===== src/logic/fetch_pkg.sv =====
// widths, opcodes, fetch entry struct and controller state type for the fetch frontend
`default_nettype none

package fetch_pkg;

  // ----------------------------------------------------------------------
  // widths and reset vector
  // ----------------------------------------------------------------------
  localparam int addr_w  = 32;
  localparam int instr_w = 32;

  // fetch starts here unless the top level overrides it
  localparam logic [addr_w-1:0] boot_addr_default = 32'h8000_0000;

  // ----------------------------------------------------------------------
  // major opcodes seen by the scan, bits [1:0] included
  // ----------------------------------------------------------------------
  localparam logic [6:0] opcode_jal    = 7'b1101111;
  localparam logic [6:0] opcode_jalr   = 7'b1100111;
  localparam logic [6:0] opcode_branch = 7'b1100011;

  // control flow class of one fetched word
  typedef enum logic [1:0] {
    cf_none,
    cf_branch,
    cf_jump,
    cf_jalr
  } cf_e;

  // one queue entry toward decode, 97 bits
  typedef struct packed {
    logic [addr_w-1:0]  pc;
    logic [instr_w-1:0] instr;
    logic               pred_taken;
    // pc+4 when not taken
    logic [addr_w-1:0]  pred_target;
  } fetch_entry_t;

  // fetch controller states
  typedef enum logic [1:0] {
    st_boot,
    st_run,
    st_drop
  } ctrl_state_e;

endpackage

`default_nettype wire


===== src/logic/fetch_ctrl_fsm.sv =====
// fetch controller FSM for boot, running and dropping a stale memory response
`timescale 1ns/1ps
`default_nettype none

module fetch_ctrl_fsm (
  input  logic clk_i,
  input  logic rst_ni,
  input  logic imem_ready_i,
  input  logic imem_valid_i,
  input  logic has_room_i,
  input  logic pred_redirect_i,
  input  logic ext_redirect_i,
  output logic imem_req_o,
  output logic boot_load_o,
  output logic advance_o,
  output logic accept_rsp_o
);

  import fetch_pkg::*;

  ctrl_state_e state_q, state_d;
  logic        req_accepted;
  logic        redirect;

  // ----------------------------------------------------------------------
  // outputs
  // ----------------------------------------------------------------------
  // no request in the boot cycle, the pc register is loaded then
  assign boot_load_o  = (state_q == st_boot);
  // new target may already go out while the stale response is dropped
  assign imem_req_o   = (state_q != st_boot) && has_room_i;
  assign req_accepted = imem_req_o && imem_ready_i;
  // pc moves on with every accepted request
  assign advance_o    = req_accepted;
  // the response arriving in st_drop belongs to the old path
  assign accept_rsp_o = imem_valid_i && (state_q == st_run);

  assign redirect = pred_redirect_i || ext_redirect_i;

  // ----------------------------------------------------------------------
  // next state
  // ----------------------------------------------------------------------
  always_comb begin
    state_d = state_q;
    unique case (state_q)
      st_boot: begin
        state_d = st_run;
      end
      st_run, st_drop: begin
        // a request accepted in a redirect cycle fetched the wrong address,
        // its response comes next cycle and must be thrown away
        if (redirect && req_accepted) begin
          state_d = st_drop;
        end else begin
          state_d = st_run;
        end
      end
      default: begin
        state_d = st_boot;
      end
    endcase
  end

  always_ff @(posedge clk_i or negedge rst_ni) begin
    if (!rst_ni) begin
      state_q <= st_boot;
    end else begin
      state_q <= state_d;
    end
  end

endmodule

`default_nettype wire


===== src/logic/pc_gen.sv =====
// next-PC register with redirect priority and prediction of the current response
`timescale 1ns/1ps
`default_nettype none

module pc_gen #(
  parameter logic [fetch_pkg::addr_w-1:0] boot_addr = fetch_pkg::boot_addr_default
) (
  input  logic                          clk_i,
  input  logic                          rst_ni,
  input  logic                          boot_load_i,
  input  logic                          advance_i,
  input  logic                          rsp_valid_i,
  input  logic [fetch_pkg::addr_w-1:0]  rsp_pc_i,
  input  fetch_pkg::cf_e                cf_i,
  input  logic [fetch_pkg::addr_w-1:0]  imm_i,
  input  logic                          bht_valid_i,
  input  logic                          bht_taken_i,
  input  logic                          resolve_mispredict_i,
  input  logic [fetch_pkg::addr_w-1:0]  resolve_target_i,
  input  logic                          ex_valid_i,
  input  logic [fetch_pkg::addr_w-1:0]  trap_vector_i,
  output logic [fetch_pkg::addr_w-1:0]  fetch_addr_o,
  output logic                          pred_taken_o,
  output logic [fetch_pkg::addr_w-1:0]  pred_target_o,
  output logic                          pred_redirect_o,
  output logic                          ext_redirect_o
);

  import fetch_pkg::*;

  logic [addr_w-1:0] npc_q, npc_d;
  logic              branch_taken;

  // ----------------------------------------------------------------------
  // prediction for the word in the current response
  // ----------------------------------------------------------------------
  // counter decides when trained, else backward branches are taken
  assign branch_taken = bht_valid_i ? bht_taken_i : imm_i[addr_w-1];

  // jal always taken, jalr never predicted
  assign pred_taken_o = rsp_valid_i &&
                        ((cf_i == cf_jump) || ((cf_i == cf_branch) && branch_taken));
  assign pred_target_o = pred_taken_o ? (rsp_pc_i + imm_i) : (rsp_pc_i + addr_w'(4));

  assign pred_redirect_o = pred_taken_o;
  assign ext_redirect_o  = resolve_mispredict_i || ex_valid_i;

  // ----------------------------------------------------------------------
  // next pc, later assignments win
  // ----------------------------------------------------------------------
  always_comb begin
    npc_d = npc_q;
    if (advance_i) begin
      npc_d = npc_q + addr_w'(4);
    end
    if (pred_redirect_o) begin
      npc_d = pred_target_o;
    end
    if (resolve_mispredict_i) begin
      npc_d = resolve_target_i;
    end
    if (ex_valid_i) begin
      npc_d = trap_vector_i;
    end
    // first cycle out of reset
    if (boot_load_i) begin
      npc_d = boot_addr;
    end
  end

  always_ff @(posedge clk_i or negedge rst_ni) begin
    if (!rst_ni) begin
      npc_q <= '0;
    end else begin
      npc_q <= npc_d;
    end
  end

  assign fetch_addr_o = npc_q;

endmodule

`default_nettype wire


===== src/logic/branch_scan.sv =====
// control flow class and sign-extended immediate of one fetched 32-bit word
`timescale 1ns/1ps
`default_nettype none

module branch_scan (
  input  logic [fetch_pkg::instr_w-1:0] instr_i,
  output fetch_pkg::cf_e                cf_o,
  output logic [fetch_pkg::addr_w-1:0]  imm_o
);

  import fetch_pkg::*;

  logic [6:0]        opcode;
  logic [addr_w-1:0] j_imm;
  logic [addr_w-1:0] b_imm;

  assign opcode = instr_i[6:0];

  // J-type with bit 0 always zero
  assign j_imm = {{(addr_w-20){instr_i[31]}}, instr_i[19:12], instr_i[20],
                  instr_i[30:21], 1'b0};
  // B-type with bit 0 always zero
  assign b_imm = {{(addr_w-12){instr_i[31]}}, instr_i[7], instr_i[30:25],
                  instr_i[11:8], 1'b0};

  always_comb begin
    cf_o  = cf_none;
    imm_o = '0;
    unique case (opcode)
      opcode_jal: begin
        cf_o  = cf_jump;
        imm_o = j_imm;
      end
      opcode_jalr: begin
        // target comes from a register and is never predicted
        cf_o  = cf_jalr;
      end
      opcode_branch: begin
        cf_o  = cf_branch;
        imm_o = b_imm;
      end
      default: begin
        // plain instruction so fetch goes on sequentially
        cf_o  = cf_none;
      end
    endcase
  end

endmodule

`default_nettype wire


===== src/logic/bht.sv =====
// branch history table of 2-bit saturating counters with lookup and update port
`timescale 1ns/1ps
`default_nettype none

module bht #(
  parameter int bht_entries = 16
) (
  input  logic                         clk_i,
  input  logic                         rst_ni,
  input  logic [fetch_pkg::addr_w-1:0] lookup_pc_i,
  input  logic                         update_valid_i,
  input  logic [fetch_pkg::addr_w-1:0] update_pc_i,
  input  logic                         update_taken_i,
  output logic                         valid_o,
  output logic                         taken_o
);

  import fetch_pkg::*;

  // power of two, index taken above the word offset
  localparam int idx_w = $clog2(bht_entries);

  logic             valid_q [bht_entries];
  logic [1:0]       cnt_q   [bht_entries];
  logic [idx_w-1:0] lookup_idx;
  logic [idx_w-1:0] update_idx;

  assign lookup_idx = lookup_pc_i[idx_w+1:2];
  assign update_idx = update_pc_i[idx_w+1:2];

  // ----------------------------------------------------------------------
  // combinational lookup
  // ----------------------------------------------------------------------
  assign valid_o = valid_q[lookup_idx];
  // weakly or strongly taken
  assign taken_o = cnt_q[lookup_idx][1];

  // ----------------------------------------------------------------------
  // update from resolved branches
  // ----------------------------------------------------------------------
  always_ff @(posedge clk_i or negedge rst_ni) begin
    if (!rst_ni) begin
      for (int i = 0; i < bht_entries; i++) begin
        valid_q[i] <= 1'b0;
        cnt_q[i]   <= 2'd0;
      end
    end else if (update_valid_i) begin
      if (!valid_q[update_idx]) begin
        // first outcome starts the counter weakly
        valid_q[update_idx] <= 1'b1;
        cnt_q[update_idx]   <= update_taken_i ? 2'd2 : 2'd1;
      end else if (update_taken_i) begin
        if (cnt_q[update_idx] != 2'd3) begin
          cnt_q[update_idx] <= cnt_q[update_idx] + 2'd1;
        end
      end else begin
        if (cnt_q[update_idx] != 2'd0) begin
          cnt_q[update_idx] <= cnt_q[update_idx] - 2'd1;
        end
      end
    end
  end

endmodule

`default_nettype wire


===== src/logic/fetch_fifo.sv =====
// circular fetch entry queue toward decode with occupancy counter and flush
`timescale 1ns/1ps
`default_nettype none

module fetch_fifo #(
  parameter int fifo_depth = 4
) (
  input  logic                    clk_i,
  input  logic                    rst_ni,
  input  logic                    flush_i,
  input  logic                    push_i,
  input  fetch_pkg::fetch_entry_t entry_i,
  input  logic                    ready_i,
  output logic                    valid_o,
  output fetch_pkg::fetch_entry_t entry_o,
  output logic                    has_room_o
);

  import fetch_pkg::*;

  localparam int ptr_w = (fifo_depth > 1) ? $clog2(fifo_depth) : 1;
  localparam int cnt_w = $clog2(fifo_depth + 1);

  fetch_entry_t     mem [fifo_depth];
  logic [ptr_w-1:0] wr_ptr_q, rd_ptr_q;
  logic [cnt_w-1:0] count_q;
  logic             do_push;
  logic             do_pop;

  assign valid_o = (count_q != '0);
  assign entry_o = mem[rd_ptr_q];
  // one request in flight plus one arriving need two free slots
  assign has_room_o = (int'(count_q) <= fifo_depth - 2);

  assign do_pop  = valid_o && ready_i && !flush_i;
  assign do_push = push_i && !flush_i && (int'(count_q) < fifo_depth);

  // ----------------------------------------------------------------------
  // pointers and occupancy
  // ----------------------------------------------------------------------
  always_ff @(posedge clk_i or negedge rst_ni) begin
    if (!rst_ni) begin
      wr_ptr_q <= '0;
      rd_ptr_q <= '0;
      count_q  <= '0;
    end else if (flush_i) begin
      // everything queued belongs to the old path
      wr_ptr_q <= '0;
      rd_ptr_q <= '0;
      count_q  <= '0;
    end else begin
      if (do_push) begin
        wr_ptr_q <= (wr_ptr_q == ptr_w'(fifo_depth - 1)) ? '0 : wr_ptr_q + 1'b1;
      end
      if (do_pop) begin
        rd_ptr_q <= (rd_ptr_q == ptr_w'(fifo_depth - 1)) ? '0 : rd_ptr_q + 1'b1;
      end
      unique case ({do_push, do_pop})
        2'b10:   count_q <= count_q + 1'b1;
        2'b01:   count_q <= count_q - 1'b1;
        default: count_q <= count_q;
      endcase
    end
  end

  // entry storage
  always_ff @(posedge clk_i) begin
    if (do_push) begin
      mem[wr_ptr_q] <= entry_i;
    end
  end

endmodule

`default_nettype wire


===== src/logic/fetch_frontend.sv =====
// fetch frontend top level with controller, pc generation, scan, BHT and queue
`timescale 1ns/1ps
`default_nettype none

module fetch_frontend #(
  parameter int                           fifo_depth  = 4,
  parameter int                           bht_entries = 16,
  parameter logic [fetch_pkg::addr_w-1:0] boot_addr   = fetch_pkg::boot_addr_default
) (
  input  logic                          clk_i,
  input  logic                          rst_ni,
  // instruction memory
  output logic                          imem_req_o,
  output logic [fetch_pkg::addr_w-1:0]  imem_addr_o,
  input  logic                          imem_ready_i,
  input  logic                          imem_valid_i,
  input  logic [fetch_pkg::instr_w-1:0] imem_data_i,
  // decode
  output logic                          fetch_valid_o,
  output fetch_pkg::fetch_entry_t       fetch_entry_o,
  input  logic                          fetch_ready_i,
  // branch resolution
  input  logic                          resolve_valid_i,
  input  logic [fetch_pkg::addr_w-1:0]  resolve_pc_i,
  input  logic                          resolve_taken_i,
  input  logic                          resolve_mispredict_i,
  input  logic [fetch_pkg::addr_w-1:0]  resolve_target_i,
  input  logic                          resolve_is_branch_i,
  // trap
  input  logic                          ex_valid_i,
  input  logic [fetch_pkg::addr_w-1:0]  trap_vector_i
);

  import fetch_pkg::*;

  logic              has_room, pred_redirect, ext_redirect;
  logic              boot_load, advance, accept_rsp;
  logic              is_mispredict, bht_update;
  logic              bht_valid, bht_taken;
  logic              pred_taken;
  logic [addr_w-1:0] pred_target;
  logic [addr_w-1:0] rsp_pc_q;
  cf_e               cf;
  logic [addr_w-1:0] imm;
  fetch_entry_t      rsp_entry;

  assign is_mispredict = resolve_valid_i && resolve_mispredict_i;
  assign bht_update    = resolve_valid_i && resolve_is_branch_i;

  // ----------------------------------------------------------------------
  // address of the request in flight, the response comes one cycle later
  // ----------------------------------------------------------------------
  always_ff @(posedge clk_i) begin
    if (advance) begin
      rsp_pc_q <= imem_addr_o;
    end
  end

  fetch_ctrl_fsm i_ctrl (
    .clk_i          (clk_i),
    .rst_ni         (rst_ni),
    .imem_ready_i   (imem_ready_i),
    .imem_valid_i   (imem_valid_i),
    .has_room_i     (has_room),
    .pred_redirect_i(pred_redirect),
    .ext_redirect_i (ext_redirect),
    .imem_req_o     (imem_req_o),
    .boot_load_o    (boot_load),
    .advance_o      (advance),
    .accept_rsp_o   (accept_rsp)
  );

  branch_scan i_scan (
    .instr_i(imem_data_i),
    .cf_o   (cf),
    .imm_o  (imm)
  );

  bht #(
    .bht_entries(bht_entries)
  ) i_bht (
    .clk_i         (clk_i),
    .rst_ni        (rst_ni),
    .lookup_pc_i   (rsp_pc_q),
    .update_valid_i(bht_update),
    .update_pc_i   (resolve_pc_i),
    .update_taken_i(resolve_taken_i),
    .valid_o       (bht_valid),
    .taken_o       (bht_taken)
  );

  pc_gen #(
    .boot_addr(boot_addr)
  ) i_pc_gen (
    .clk_i               (clk_i),
    .rst_ni              (rst_ni),
    .boot_load_i         (boot_load),
    .advance_i           (advance),
    .rsp_valid_i         (accept_rsp),
    .rsp_pc_i            (rsp_pc_q),
    .cf_i                (cf),
    .imm_i               (imm),
    .bht_valid_i         (bht_valid),
    .bht_taken_i         (bht_taken),
    .resolve_mispredict_i(is_mispredict),
    .resolve_target_i    (resolve_target_i),
    .ex_valid_i          (ex_valid_i),
    .trap_vector_i       (trap_vector_i),
    .fetch_addr_o        (imem_addr_o),
    .pred_taken_o        (pred_taken),
    .pred_target_o       (pred_target),
    .pred_redirect_o     (pred_redirect),
    .ext_redirect_o      (ext_redirect)
  );

  // entry written on the edge the response arrives
  assign rsp_entry.pc          = rsp_pc_q;
  assign rsp_entry.instr       = imem_data_i;
  assign rsp_entry.pred_taken  = pred_taken;
  assign rsp_entry.pred_target = pred_target;

  fetch_fifo #(
    .fifo_depth(fifo_depth)
  ) i_fifo (
    .clk_i     (clk_i),
    .rst_ni    (rst_ni),
    .flush_i   (ext_redirect),
    .push_i    (accept_rsp),
    .entry_i   (rsp_entry),
    .ready_i   (fetch_ready_i),
    .valid_o   (fetch_valid_o),
    .entry_o   (fetch_entry_o),
    .has_room_o(has_room)
  );

endmodule

`default_nettype wire


===== config.mk =====
export PLATFORM = sky130hd
export DESIGN_NAME = fetch_frontend
export DESIGN_NICKNAME = d
export VERILOG_FILES = /design/src/logic/fetch_pkg.sv /design/src/logic/fetch_ctrl_fsm.sv /design/src/logic/pc_gen.sv /design/src/logic/branch_scan.sv /design/src/logic/bht.sv /design/src/logic/fetch_fifo.sv /design/src/logic/fetch_frontend.sv
export SDC_FILE = /design/constraint.sdc
export NUM_CORES = 1
export LEC_CHECK = 0
export BUFFER_PORTS_ARGS = -buffer_cell sky130_fd_sc_hd__clkbuf_2
export CAP_MARGIN = 10
export CELL_PAD_IN_SITES_DETAIL_PLACEMENT = 2
export CELL_PAD_IN_SITES_GLOBAL_PLACEMENT = 2
export CORE_ASPECT_RATIO = 1.4
export CORE_MARGIN = 2
export CORE_UTILIZATION = 45
export CTS_BUF_LIST = sky130_fd_sc_hd__clkbuf_8
export CTS_CLUSTER_SIZE = 30
export DETAILED_ROUTE_END_ITERATION = 16
export GPL_ROUTABILITY_DRIVEN = 0
export PLACE_DENSITY = 0.82
export SKIP_LAST_GASP = 1
export SLEW_MARGIN = 20
export SYNTH_ARGS = -nofsm -noshare
export SYNTH_HDL_FRONTEND = slang
export SYNTH_SLANG_ARGS = --single-unit

===== constraint.sdc =====
create_clock -name clk_i -period 9.7 [get_ports clk_i]
set_clock_uncertainty 0.05 [all_clocks]
set_input_delay 0.97 -clock clk_i [delete_from_list [all_inputs] [get_ports clk_i]]
set_output_delay 0.97 -clock clk_i [all_outputs]
set_load 0.01 [all_outputs]

==> qor.txt <==
status: complete, no violations
Leak: 9.73 nW
CTS Hold Buffers Added: 0
min cycle time layout: 5.78 ns
period utilization: 0.596
Remaining DRCs: 0
clk root buf: clkbuf_8
met2 wire len: 40900 µm
Boundary Pins: 269
ys async rst share: 0.176
slew at the pin closest to its max-slew limit: 1.05 ns
Syn Area/Cell: 15.1 µm²
internal power: 4.29 mW
Sw Ratio: 0.344
most frequent cells in the layout: edfxtp_1 (416), clkbuf_2 (239), mux4_2 (119), clkbuf_8 (88)
clock sink total: 505
syn nets: 1718
vias in the first global route: 17894
clk buf depth: 3
reg2reg path depth: 8
worst reg-to-reg setup slack: 5.14 ns
final hold violation count: 0
Vias: 15975
Synth cell types: 81
Post-synth EDFFs: 416
DP Area: 25100 µm²
die height: 273 µm
initial core utilization: 0.456
post-route cell area: 26700 µm²
max-cap violations: 0
total CTS buffers: 83
post-CTS resize count: 0
H-tree levels: 3
Seq/Total Area, Yosys: 0.631
clock latency on the worst-skew pair: 0.69 ns
CTS clock-pin slew for the worst setup and hold paths: 0.05 ns
unrepaired setup endpoints after global routing: false
global route overflow: 0
DR vias/cell: 6.35
port bufs: 240
worst vdd ir: 0.148 mV
DP HPWL: 54700 µm
final setup violation count: 0
CTS tree: done
register bit total from synthesis: 505
area growth from synthesis to layout: 14.4%
Mapped Cells: 1547
Peak Freq: 173 MHz
Total Routing Usage GR: 0.303
die width: 196 µm
Flop pwr share: 0.482
worst endpoint required time: 10.07 ns
total negative slack: 0 ns
critical path class: input pin to flop
Worst setup EP type: flop
Startpoint Class: input pin
netlist area before placement: 23300 µm²
WL met3: 4850 µm
Die ar.: 53700 µm²
Logic pwr share: 0.248
Wirelength per Cell: 31.7 µm
Main synth FF type: edfxtp_1
switching pwr: 2.25 mW
Hold Crit Class: input pin to asynchronous set/reset pin
max-slew violations: 0
DR pass1 iterations: 5
layout net count: 1972
Crit Path Max Fanout: 22
core area: 51100 µm²
relative slew slack: 0.303
Worst R2R End: i_fifo.mem[1][16]
largest net degree at the start of global routing: 66
# Post-CTS Setup Buffers: 0
worst path arrival time: 6.15 ns
final wirelength: 79800 µm
commonest non-fill, non-tap cell in the layout: edfxtp_1
synth warn: 0
# rows: 98
share of layout cells above drive strength 1: 0.296
wire length on met1: 30500 µm
Post-DRT Antenna Nets: 0
first-pass GRT wire length: 119000 µm
Placed Instances: 2365
uppermost layer routed: met4
initial antenna violation count: 1
Clock Power Share: 0.270
Final Non-Filler Cells: 2517
R2R Path Start: rsp_pc_q[3]
Power Dens Cells: 245 nW/µm²
first-iteration detailed-routing DRC count: 1340
-- cell usage after synthesis (11+ instances only) --
cell | instances | area [µm²]
and4_1 | 11 | 96.3
nand4_1 | 13 | 81.3
buf_2 | 18 | 90.1
inv_1 | 18 | 67.6
a21oi_1 | 69 | 345
nor3_1 | 25 | 125
dfrtp_1 | 89 | 2230
ha_1 | 31 | 388
and3_1 | 24 | 150
a21o_1 | 36 | 270
edfxtp_1 | 416 | 12500
xor2_1 | 27 | 236
o21ai_0 | 36 | 180
a22oi_1 | 15 | 113
mux4_2 | 119 | 2680
nor2_1 | 80 | 300
xnor2_1 | 46 | 403
o211ai_1 | 16 | 120
nand3_1 | 58 | 290
nor2b_1 | 15 | 93.8
nand2_1 | 89 | 334
mux2_2 | 34 | 383
o22ai_1 | 15 | 93.8
clkbuf_1 | 54 | 203
a31oi_1 | 13 | 81.3
buf_1 | 16 | 60.1
-- power groups by stage --
stage | clock [mW] | combinational (mW) | sequential (mW)
after floorplan | 0 | 1.01 | 3.00
after global placement | 0 | 1.50 | 3.12
after detailed placement | 0 | 1.59 | 3.17
after CTS | 1.81 | 1.62 | 3.14
after global routing | 1.88 | 1.74 | 3.18
final | 1.76 | 1.62 | 3.15
-- stage by stage --
stage                     utilization  total power [mW]  hold slack, ns  setup WS, ns
final                           0.522              6.54           0.271          3.92
after global routing            0.522              6.81           0.320          3.75
after CTS                       0.521              6.57           0.257          4.12
after detailed placement        0.492              4.76           0.424          3.54
after global placement          0.491              4.62           0.399          4.23
after floorplan                     -              4.01           0.389          5.12
-- worst max-delay path, cell delays in order --
cell and delay, ns:
clkbuf_2 0.21, and4b_1 0.41, nand4_2 0.59, nor4_2 0.35, buf_4 0.26, a21o_1 0.15
ha_1 0.34, a21oi_1 0.35, o2111ai_1 0.18, nor3_1 0.58, nor2_1 0.15, a2111oi_0 0.85
o21ai_0 0.21, o31a_1 0.18, xnor2_1 0.37
-- cell type report --
cell class	count	area [µm²]
fillers	4705	24500
flip-flops and latches	505	14700
well taps	650	813
repair buffers	261	1370
clock inverters	63	322
diodes	1	2.50
inverters	18	67.6
clock buffers	87	1200
multi-input cells	932	8180
-- registers in the layout (all words and copies together) (netlist names) --
signal / flops
rsp_pc_q: 32
i_ctrl.state_q: 2
i_pc_gen.fetch_addr_o: 32
i_fifo.count_q: 3
i_bht.cnt_q: 32
i_bht.valid_q: 16
i_fifo.rd_ptr_q: 2
i_fifo.wr_ptr_q: 2
i_fifo.mem: 384
-- logic make-up (layout without fill, tap and decap cells) --
| kind of cell | after synthesis | in the layout | share of synthesized area |
|---|---|---|---|
| buf+inv | 110 | 429 | 0.0198 |
| compound gates | 292 | 292 | 0.0862 |
| mux | 162 | 162 | 0.135 |
| flops | 505 | 505 | 0.631 |
| xor+xnor | 73 | 73 | 0.0274 |
| simple gates | 372 | 372 | 0.0819 |
| fa+ha+maj | 33 | 33 | 0.0183 |
| other cells | 0 | 1 | 0 |
-- how the worst max path moves through the flow --
| stage | start | end | slack, ns | depth (start not counted) |
|---|---|---|---|---|
| floorplan | imem_data_i[4] | i_fifo.mem[0][29] | 5.12 | 15 |
| global placement | imem_data_i[4] | i_fifo.mem[0][30] | 4.23 | 15 |
| detailed placement | imem_data_i[4] | i_fifo.mem[3][29] | 3.54 | 15 |
| CTS | imem_data_i[4] | i_fifo.mem[3][29] | 4.12 | 15 |
| global route | imem_data_i[4] | i_fifo.mem[3][29] | 3.75 | 15 |
| finish | imem_data_i[4] | i_fifo.mem[3][29] | 3.92 | 15 |
-- layer usage --
metal | vias up | global-route usage
met2 | 714 | 0.527
met4 | 0 | 0.139
met1 | 8421 | 0.376
li1 | 6656 | -
met3 | 184 | 0.0451
met5 | - | 0
No activity file was read; power rests on OpenSTA's default activity.
